### src/common/s1c88_pkg.sv
`default_nettype none

package s1c88_pkg;

    // bus and register widths
    localparam int ADDR_W = 24;
    localparam int DATA_W = 8;
    localparam int PC_W = 16;
    localparam int MICRO_ADDR_W = 5;

    // reset entry
    localparam logic [ADDR_W-1:0] RESET_VECTOR_ADDR = '0;
    localparam int RESET_WAIT_CYCLES = 2;
    localparam logic [ADDR_W-1:0] IDLE_ADDRESS = '1;

    // microcode entry points, logic ops use two consecutive words
    localparam logic [MICRO_ADDR_W-1:0] UADDR_NOP = 5'd0;
    localparam logic [MICRO_ADDR_W-1:0] UADDR_LD_BR = 5'd1;
    localparam logic [MICRO_ADDR_W-1:0] UADDR_ST_IMM = 5'd2;
    localparam logic [MICRO_ADDR_W-1:0] UADDR_AND = 5'd3;
    localparam logic [MICRO_ADDR_W-1:0] UADDR_OR = 5'd5;
    localparam logic [MICRO_ADDR_W-1:0] UADDR_XOR = 5'd7;

    typedef enum logic [2:0] {
        STATE_RESET_WAIT,
        STATE_VECTOR_LOW,
        STATE_VECTOR_HIGH,
        STATE_FETCH,
        STATE_IMM_LOW,
        STATE_IMM_HIGH,
        STATE_EXECUTE
    } cpu_state_e;

    typedef enum logic [1:0] {
        BUS_IDLE      = 2'd0,
        BUS_IRQ_READ  = 2'd1,
        BUS_MEM_WRITE = 2'd2,
        BUS_MEM_READ  = 2'd3
    } bus_status_e;

    typedef enum logic [7:0] {
        OP_LD_BR_IMM     = 8'hB4,
        OP_AND_BR_IMM    = 8'hD8,
        OP_OR_BR_IMM     = 8'hD9,
        OP_XOR_BR_IMM    = 8'hDA,
        OP_LD_BR_IND_IMM = 8'hDD
    } opcode_e;

    typedef enum logic [1:0] {MICRO_MISC, MICRO_BUS_READ, MICRO_BUS_WRITE} micro_kind_e;
    typedef enum logic [1:0] {ALU_PASS, ALU_AND, ALU_OR, ALU_XOR} alu_op_e;
    typedef enum logic [1:0] {DST_NONE, DST_BR, DST_ALU_A} micro_dst_e;
    typedef enum logic {SRC_IMM_HIGH, SRC_ALU_R} micro_src_e;

    typedef struct packed {
        micro_kind_e kind;
        alu_op_e     alu_op;
        micro_dst_e  dst;
        micro_src_e  src;
        logic        last;
    } micro_op_t;

    // one entry of the opcode translation table
    typedef struct packed {
        logic [MICRO_ADDR_W-1:0] start;
        logic [1:0]              imm_count;
    } decode_entry_t;

    // datapath strobes, each valid for a single clock
    typedef struct packed {
        logic       load_imm_low;
        logic       load_imm_high;
        logic       load_br;
        logic       load_alu_a;
        logic       load_data_out;
        alu_op_e    alu_op;
        micro_src_e wr_src;
    } dp_ctrl_t;

endpackage

`default_nettype wire
### src/s1c88.sv
`timescale 1ns/10ps
`default_nettype none

module s1c88 import s1c88_pkg::*; (
    input  logic               clk,
    input  logic               reset,
    input  logic [DATA_W-1:0]  data_in,
    output logic [DATA_W-1:0]  data_out,
    output logic [ADDR_W-1:0]  address_out,
    output bus_status_e        bus_status,
    output logic               read,
    output logic               write,
    output logic               sync,
    output logic               iack
);

    logic [DATA_W-1:0]       opcode;
    logic [MICRO_ADDR_W-1:0] micro_addr;
    logic [PC_W-1:0]         data_ptr;
    decode_entry_t           decode;
    micro_op_t               micro_op;
    dp_ctrl_t                ctrl;

    bus_sequencer u_sequencer (
        .clk         (clk),
        .reset       (reset),
        .data_in     (data_in),
        .decode      (decode),
        .micro_op    (micro_op),
        .data_ptr    (data_ptr),
        .opcode      (opcode),
        .micro_addr  (micro_addr),
        .ctrl        (ctrl),
        .address_out (address_out),
        .bus_status  (bus_status),
        .read        (read),
        .write       (write),
        .sync        (sync),
        .iack        (iack)
    );

    microcode_rom u_rom (
        .opcode     (opcode),
        .micro_addr (micro_addr),
        .decode     (decode),
        .micro_op   (micro_op)
    );

    datapath u_datapath (
        .clk      (clk),
        .reset    (reset),
        .data_in  (data_in),
        .ctrl     (ctrl),
        .data_ptr (data_ptr),
        .data_out (data_out)
    );

endmodule

`default_nettype wire

### src/datapath.sv
`timescale 1ns/10ps
`default_nettype none

module datapath import s1c88_pkg::*; (
    input  logic              clk,
    input  logic              reset,
    input  logic [DATA_W-1:0] data_in,
    input  dp_ctrl_t          ctrl,
    output logic [PC_W-1:0]   data_ptr,
    output logic [DATA_W-1:0] data_out
);

    logic [DATA_W-1:0] imm_low;
    logic [DATA_W-1:0] imm_high;
    logic [DATA_W-1:0] br;
    logic [DATA_W-1:0] alu_a;
    logic [DATA_W-1:0] alu_r;
    logic [DATA_W-1:0] wr_data;

    // [BR:ll] addressing, page register over the low immediate
    assign data_ptr = {br, imm_low};

    always_comb
    begin
        case (ctrl.alu_op)
            ALU_AND:
                alu_r = alu_a & imm_high;
            ALU_OR:
                alu_r = alu_a | imm_high;
            ALU_XOR:
                alu_r = alu_a ^ imm_high;
            default:
                alu_r = alu_a;
        endcase
    end

    assign wr_data = (ctrl.wr_src == SRC_ALU_R) ? alu_r : imm_high;

    // operand bytes straight off the bus
    always_ff @(posedge clk)
    begin
        if (ctrl.load_imm_low)
            imm_low <= data_in;
        if (ctrl.load_imm_high)
            imm_high <= data_in;
        if (ctrl.load_alu_a)
            alu_a <= data_in;
    end

    always_ff @(posedge clk or posedge reset)
    begin
        if (reset)
        begin
            br <= '0;
            data_out <= '1;
        end
        else
        begin
            // LD BR,#nn takes its byte from the low immediate
            if (ctrl.load_br)
                br <= imm_low;
            if (ctrl.load_data_out)
                data_out <= wr_data;
        end
    end

endmodule

`default_nettype wire

### src/control/bus_sequencer.sv
`timescale 1ns/10ps
`default_nettype none

module bus_sequencer import s1c88_pkg::*; (
    input  logic                    clk,
    input  logic                    reset,
    input  logic [DATA_W-1:0]       data_in,
    input  decode_entry_t           decode,
    input  micro_op_t               micro_op,
    input  logic [PC_W-1:0]         data_ptr,
    output logic [DATA_W-1:0]       opcode,
    output logic [MICRO_ADDR_W-1:0] micro_addr,
    output dp_ctrl_t                ctrl,
    output logic [ADDR_W-1:0]       address_out,
    output bus_status_e             bus_status,
    output logic                    read,
    output logic                    write,
    output logic                    sync,
    output logic                    iack
);

    cpu_state_e              state;
    logic [1:0]              wait_count;
    logic                    phase;
    logic [PC_W-1:0]         pc;
    logic [DATA_W-1:0]       opcode_q;
    logic [MICRO_ADDR_W-1:0] micro_step;
    logic                    exec_read;
    logic                    exec_write;
    logic                    exec_misc;

    // the translation table sees the byte on the bus while it is fetched
    assign opcode = (state == STATE_FETCH) ? data_in : opcode_q;
    assign micro_addr = micro_step;

    assign exec_read = (state == STATE_EXECUTE) && (micro_op.kind == MICRO_BUS_READ);
    assign exec_write = (state == STATE_EXECUTE) && (micro_op.kind == MICRO_BUS_WRITE);
    assign exec_misc = (state == STATE_EXECUTE) && (micro_op.kind == MICRO_MISC);

    // phase 0 puts out the address, phase 1 carries the strobe
    always_ff @(posedge clk or posedge reset)
    begin
        if (reset)
        begin
            state <= STATE_RESET_WAIT;
            wait_count <= '0;
            phase <= 1'b0;
            micro_step <= UADDR_NOP;
        end
        else if (state == STATE_RESET_WAIT)
        begin
            if (wait_count == 2'(RESET_WAIT_CYCLES - 1))
                state <= STATE_VECTOR_LOW;
            else
                wait_count <= wait_count + 1'b1;
        end
        else if (!phase)
        begin
            phase <= 1'b1;
        end
        else
        begin
            phase <= 1'b0;
            case (state)
                STATE_VECTOR_LOW:
                    state <= STATE_VECTOR_HIGH;
                STATE_VECTOR_HIGH:
                    state <= STATE_FETCH;
                STATE_FETCH:
                begin
                    micro_step <= decode.start;
                    state <= (decode.imm_count == 2'd0) ? STATE_EXECUTE : STATE_IMM_LOW;
                end
                STATE_IMM_LOW:
                    state <= (decode.imm_count == 2'd2) ? STATE_IMM_HIGH : STATE_EXECUTE;
                STATE_IMM_HIGH:
                    state <= STATE_EXECUTE;
                STATE_EXECUTE:
                begin
                    if (micro_op.last)
                        state <= STATE_FETCH;
                    else
                        micro_step <= micro_step + 1'b1;
                end
                default:
                    state <= STATE_RESET_WAIT;
            endcase
        end
    end

    // PC and opcode only change at the end of a read cycle
    always_ff @(posedge clk)
    begin
        if (phase)
        begin
            case (state)
                STATE_VECTOR_LOW:
                    pc[DATA_W-1:0] <= data_in;
                STATE_VECTOR_HIGH:
                    pc[PC_W-1:DATA_W] <= data_in;
                STATE_FETCH:
                begin
                    opcode_q <= data_in;
                    pc <= pc + 1'b1;
                end
                STATE_IMM_LOW, STATE_IMM_HIGH:
                    pc <= pc + 1'b1;
                default:
                    pc <= pc;
            endcase
        end
    end

    always_comb
    begin
        ctrl.load_imm_low = phase && (state == STATE_IMM_LOW);
        ctrl.load_imm_high = phase && (state == STATE_IMM_HIGH);
        ctrl.load_br = phase && exec_misc && (micro_op.dst == DST_BR);
        ctrl.load_alu_a = phase && exec_read && (micro_op.dst == DST_ALU_A);
        // write data must be ready for the strobe clock
        ctrl.load_data_out = !phase && exec_write;
        ctrl.alu_op = micro_op.alu_op;
        ctrl.wr_src = micro_op.src;
    end

    always_comb
    begin
        address_out = {{(ADDR_W - PC_W){1'b0}}, pc};
        bus_status = BUS_MEM_READ;
        case (state)
            STATE_RESET_WAIT:
            begin
                address_out = IDLE_ADDRESS;
                bus_status = BUS_IDLE;
            end
            STATE_VECTOR_LOW:
                address_out = RESET_VECTOR_ADDR;
            STATE_VECTOR_HIGH:
                address_out = RESET_VECTOR_ADDR + ADDR_W'(1);
            STATE_EXECUTE:
            begin
                address_out = {{(ADDR_W - PC_W){1'b0}}, data_ptr};
                if (exec_write)
                    bus_status = BUS_MEM_WRITE;
                else if (exec_misc)
                    bus_status = BUS_IDLE;
            end
            default:
                bus_status = BUS_MEM_READ;
        endcase

        read = phase && (state != STATE_RESET_WAIT) && (state != STATE_EXECUTE || exec_read);
        write = phase && exec_write;
        sync = (state == STATE_FETCH);
        iack = (state == STATE_VECTOR_LOW) || (state == STATE_VECTOR_HIGH);
    end

endmodule

`default_nettype wire

### src/control/microcode_rom.sv
`timescale 1ns/10ps
`default_nettype none

module microcode_rom import s1c88_pkg::*; (
    input  logic [DATA_W-1:0]       opcode,
    input  logic [MICRO_ADDR_W-1:0] micro_addr,
    output decode_entry_t           decode,
    output micro_op_t               micro_op
);

    // translation table, unknown opcodes land on the no-op entry
    always_comb
    begin
        case (opcode)
            OP_LD_BR_IMM:
                decode = '{start: UADDR_LD_BR, imm_count: 2'd1};
            OP_LD_BR_IND_IMM:
                decode = '{start: UADDR_ST_IMM, imm_count: 2'd2};
            OP_AND_BR_IMM:
                decode = '{start: UADDR_AND, imm_count: 2'd2};
            OP_OR_BR_IMM:
                decode = '{start: UADDR_OR, imm_count: 2'd2};
            OP_XOR_BR_IMM:
                decode = '{start: UADDR_XOR, imm_count: 2'd2};
            default:
                decode = '{start: UADDR_NOP, imm_count: 2'd0};
        endcase
    end

    // microword fields are kind, alu op, destination, write source, last
    always_comb
    begin
        case (micro_addr)
            UADDR_LD_BR:
                micro_op = '{MICRO_MISC, ALU_PASS, DST_BR, SRC_IMM_HIGH, 1'b1};
            UADDR_ST_IMM:
                micro_op = '{MICRO_BUS_WRITE, ALU_PASS, DST_NONE, SRC_IMM_HIGH, 1'b1};

            // read [BR:ll] into the ALU, then write back the result
            UADDR_AND:
                micro_op = '{MICRO_BUS_READ, ALU_AND, DST_ALU_A, SRC_ALU_R, 1'b0};
            UADDR_AND + 5'd1:
                micro_op = '{MICRO_BUS_WRITE, ALU_AND, DST_NONE, SRC_ALU_R, 1'b1};
            UADDR_OR:
                micro_op = '{MICRO_BUS_READ, ALU_OR, DST_ALU_A, SRC_ALU_R, 1'b0};
            UADDR_OR + 5'd1:
                micro_op = '{MICRO_BUS_WRITE, ALU_OR, DST_NONE, SRC_ALU_R, 1'b1};
            UADDR_XOR:
                micro_op = '{MICRO_BUS_READ, ALU_XOR, DST_ALU_A, SRC_ALU_R, 1'b0};
            UADDR_XOR + 5'd1:
                micro_op = '{MICRO_BUS_WRITE, ALU_XOR, DST_NONE, SRC_ALU_R, 1'b1};

            // entry 0 and the empty rows end the instruction at once
            default:
                micro_op = '{MICRO_MISC, ALU_PASS, DST_NONE, SRC_IMM_HIGH, 1'b1};
        endcase
    end

endmodule

`default_nettype wire

### config.mk
export PLATFORM = sky130hd
export DESIGN_NAME = s1c88
export DESIGN_NICKNAME = d
export VERILOG_FILES = /design/src/common/s1c88_pkg.sv /design/src/s1c88.sv /design/src/datapath.sv /design/src/control/bus_sequencer.sv /design/src/control/microcode_rom.sv
export SDC_FILE = /design/constraint.sdc
export NUM_CORES = 1
export LEC_CHECK = 0
export BUFFER_PORTS_ARGS = -buffer_cell sky130_fd_sc_hd__buf_4
export CAP_MARGIN = 0
export CORE_MARGIN = 2
export CORE_UTILIZATION = 50
export DETAILED_ROUTE_END_ITERATION = 10
export GPL_TIMING_DRIVEN = 0
export PLACE_DENSITY = 0.72
export SETUP_SLACK_MARGIN = 0.1
export SLEW_MARGIN = 10
export SYNTH_ARGS = -nofsm -noshare
export SYNTH_HDL_FRONTEND = slang
export SYNTH_SLANG_ARGS = --single-unit
### constraint.sdc
create_clock -name clk -period 2.4 [get_ports clk]
set_clock_uncertainty 0.15 [all_clocks]
set_input_delay 0.36 -clock clk [delete_from_list [all_inputs] [get_ports clk]]
set_output_delay 0.36 -clock clk [all_outputs]
set_load 0.01 [all_outputs]
==> summary.txt <==
Run
  – Max-cap violations: 0

Power
  – Maximum vdd drop: 510 uV
  – Sw power: 3760 uW
  – Comb pwr share: 59.1%
  – Leakage: 0.00253 uW
  – Seq pwr share: 28.3%
  – Power Dens Cells: 1400 mW/mm^2
  – Sw Ratio: 43.8%
  – Clock group share of total power: 12.6%
  – Int Pwr: 4830 uW

Placed design
  – Placer Congestion: 0.877
  – Place WS: -0.369 ns
  – PortBufs: 47
  – DP HPWL: 8580 um

Routing
  – WL/cell: 19.6 um
  – Vias per cell: 6.15
  – DRT antenna net count: 0
  – Initial DRC Count: 325
  – Vias: 4,252
  – DR DRC count: 0
  – Drt total wl: 13,600 um
  – DRT Pass-1 Iters: 5

Worst setup path
  – Critical Path Sink Type: output port
  – Slowest cell on crit path: dfrtp_2
  – Reg2reg start: u_sequencer.micro_addr[1]$_DFFE_PP0P_
  – R2r worst-path depth: 8
  – Data arrival, critical path: 2.00 ns
  – Critical Path Max Stage Delay: 0.48 ns
  – FF-to-FF setup slack: 0.07 ns
  – CP required: 1.89 ns
  – CP max FO: 5
  – Worst path cell trace: buf_6 > ha_4 > mux2i_1 > nor2_1 > o21ai_2 > nand2_2 > a211oi_2 > buf_4
  – Crit path kind: reg -> out
  – Worst R2R End: u_datapath.br[6]$_DFFE_PP0P_
  – CP Launch Type: flop

STA
  – Pins over their slew limit: 0
  – Worst-Margin Slew: 1.12 ns
  – Final setup fails: 3
  – Worst hold slack: -0.00102 ns
  – Max-slew headroom: 24.9%
  – Hold Vio Cnt, Final: 2
  – Final critical-path setup slack: -0.108 ns
  – Period utilisation layout: 104%
  – RSZ-0062 raised after global routing: yes
  – Crit path time final: 2.51 ns
  – Fmax: 399 MHz

Yosys
  – Register area share after synthesis: 45.2%
  – Post-Syn Nets: 523
  – Ys async rst share: 36.0%
  – Top_reg_cell synth: edfxtp_1
  – Synth Register Bits: 75
  – Synth Instances: 488
  – Top post-synthesis cells by area: edfxtp_1 31%, dfrtp_1 10%, ha_1 6.6%
  – Cell variety after synth: 59
  – Yosys warning count: 0
  – Most frequent cells after synthesis: 73 x nand2_1, 48 x edfxtp_1, 45 x nor2_1, 31 x a21oi_1, 29 x inv_1
  – Syn Std Cell Area: 0.00471 mm^2
  – Most numerous cell in the Yosys netlist: nand2_1
  – Synth top area share: 30.6%
  – Area leader, netlist: edfxtp_1
  – EDFF count, synth: 48
  – Avg Synthesized Cell Area: 9.65 um^2

Clocking
  – Clk pin slew, worst setup/hold paths: 0.09 ns
  – CTS tree: yes
  – # hold bufs at CTS: 0
  – Cts bufs inserted: 9
  – H-tree depth: 3
  – Total clock sinks: 75
  – CTS Root Cell: clkbuf_8
  – Clk_lat worst skew: 0.35 ns
  – Max clock buf depth: 2

Floorplanning
  – Die ar.: 0.0102 mm^2
  – Core footprint: 0.00920 mm^2
  – # rows: 35
  – Starting Density: 51.2%
  – Die height: 101 um
  – Top Ports: 48
  – Die extent in x: 101 um

GRT
  – Largest net degree at the start of global routing: 28
  – GR Util All Layers: 26.3%
  – Grt ovf: 0
  – Initial antenna violation count: 0
  – First-pass GRT wire length: 20,600 um
  – Number of global-route vias before repair: 4,046

Run status
  – Failing checks: hold timing, setup timing
  – Outcome: finished, violations left

Finish
  – Diode count: 0
  – Layout Area Growth over Synthesis: 30.3%
  – # nets final: 610
  – Layout cells sized above 1: 36.0%
  – Final core area utilization: 66.7%

Min path
  – Worst hold-check path type: in -> async
cells in the final DEF (no fill, tap or decap), types with 6 or more instances in the layout:
master,count
nand4_1,7
nor3_1,7
xor2_1,11
mux2_2,17
nor4_1,8
dfrtp_1,17
a211oi_1,6
buf_4,67
dfstp_2,8
a21oi_1,28
a221oi_2,12
nor2b_1,7
clkbuf_8,10
xnor2_1,7
edfxtp_1,48
buf_6,21
nor2_1,43
o21ai_0,10
ha_1,21
inv_1,26
nand3_1,7
nand2_1,66
power by group through the flow:
stage / logic, uW / registers, uW / clock network [uW]
floorplan: 2600 / 2280 / 0
global placement: 3780 / 2370 / 0
detailed placement: 3850 / 2400 / 0
CTS: 4490 / 2390 / 1090
global route: 5480 / 2470 / 1150
finish: 5080 / 2430 / 1090
critical path: cells and delay by family, from the launching register on:
kind	cells	cell delay [ns]
muxes	1	0.14
and+or+nand+nor	2	0.17
adders and majority gates	1	0.14
buffers and inverters	2	0.32
DFF	1	0.48
AOI/OAI and AO/OA	2	0.40
per-stage QoR:
step           power, uW  setup TNS, ns  instances  area [um^2]
4_1_cts             7960        -0.0247        683         5840
2_1_floorplan       4890              0        488         4720
6_report            8590         -0.148        691         6140
5_1_grt             9100         -0.271        691         6140
3_3_place_gp        6150          -5.42        646         5210
3_5_place_dp        6250          -5.91        646         5210
cell families after synthesis:
kind of cell / count (synthesis) / synth area share, %
simple gates: 185 / 18.9
compound gates: 98 / 14.1
flops: 75 / 45.2
buf+inv: 62 / 5.95
mux: 25 / 5.82
fa+ha+maj: 25 / 6.64
xor+xnor: 18 / 3.35
final cells by class:
cell class | instances | area (um^2)
clock inverter | 7 | 92.6
tap | 111 | 139
clock buffer | 9 | 124
sequential | 75 | 2130
multi-input combinational | 351 | 2650
buffer | 31 | 268
inverter | 31 | 121
fill | 692 | 3060
timing repair buffer | 76 | 618
sequential cells by signal, summed over array words and instances (netlist names):
signal                  flops
u_datapath.br               8
u_datapath.imm_high         8
u_sequencer.phase           1
u_datapath.imm_low          8
u_sequencer.pc             16
u_sequencer.opcode_q        8
u_sequencer.micro_addr      5
u_datapath.alu_a            8
u_sequencer.wait_count      2
u_datapath.data_out         8
u_sequencer.state           3
how the worst max path moves through the flow:
stage,from,to,slack (ns),depth (start not counted)
floorplan,u_sequencer.micro_addr[0]$_DFFE_PP0P_,read,0.08,6
global placement,u_sequencer.micro_addr[0]$_DFFE_PP0P_,read,-0.37,7
detailed placement,u_sequencer.micro_addr[0]$_DFFE_PP0P_,read,-0.37,7
CTS,u_sequencer.micro_addr[0]$_DFFE_PP0P_,read,-0.02,8
global route,u_sequencer.micro_addr[1]$_DFFE_PP0P_,read,-0.10,8
finish,u_sequencer.micro_addr[1]$_DFFE_PP0P_,read,-0.11,8
metal layers:
metal / up-vias / GRT usage [%] / routed length (um)
met5: - / 0 / 0
met4: 0 / 8.63 / 380
met3: 32 / 5.34 / 1010
met2: 210 / 40.9 / 6400
met1: 2080 / 37.0 / 5780
li1: 1930 / - / -
repair_timing:
item / in CTS / in global routing
hold endpoints to repair: 0 / 0
endpoints found under the setup margin: 88 / 77
gates resized for setup: 63 / 62
cloned: 2 / 0
pin swaps: 10 / 10
setup buffers: 19 / 9
No activity file was read; power rests on OpenSTA's default activity.
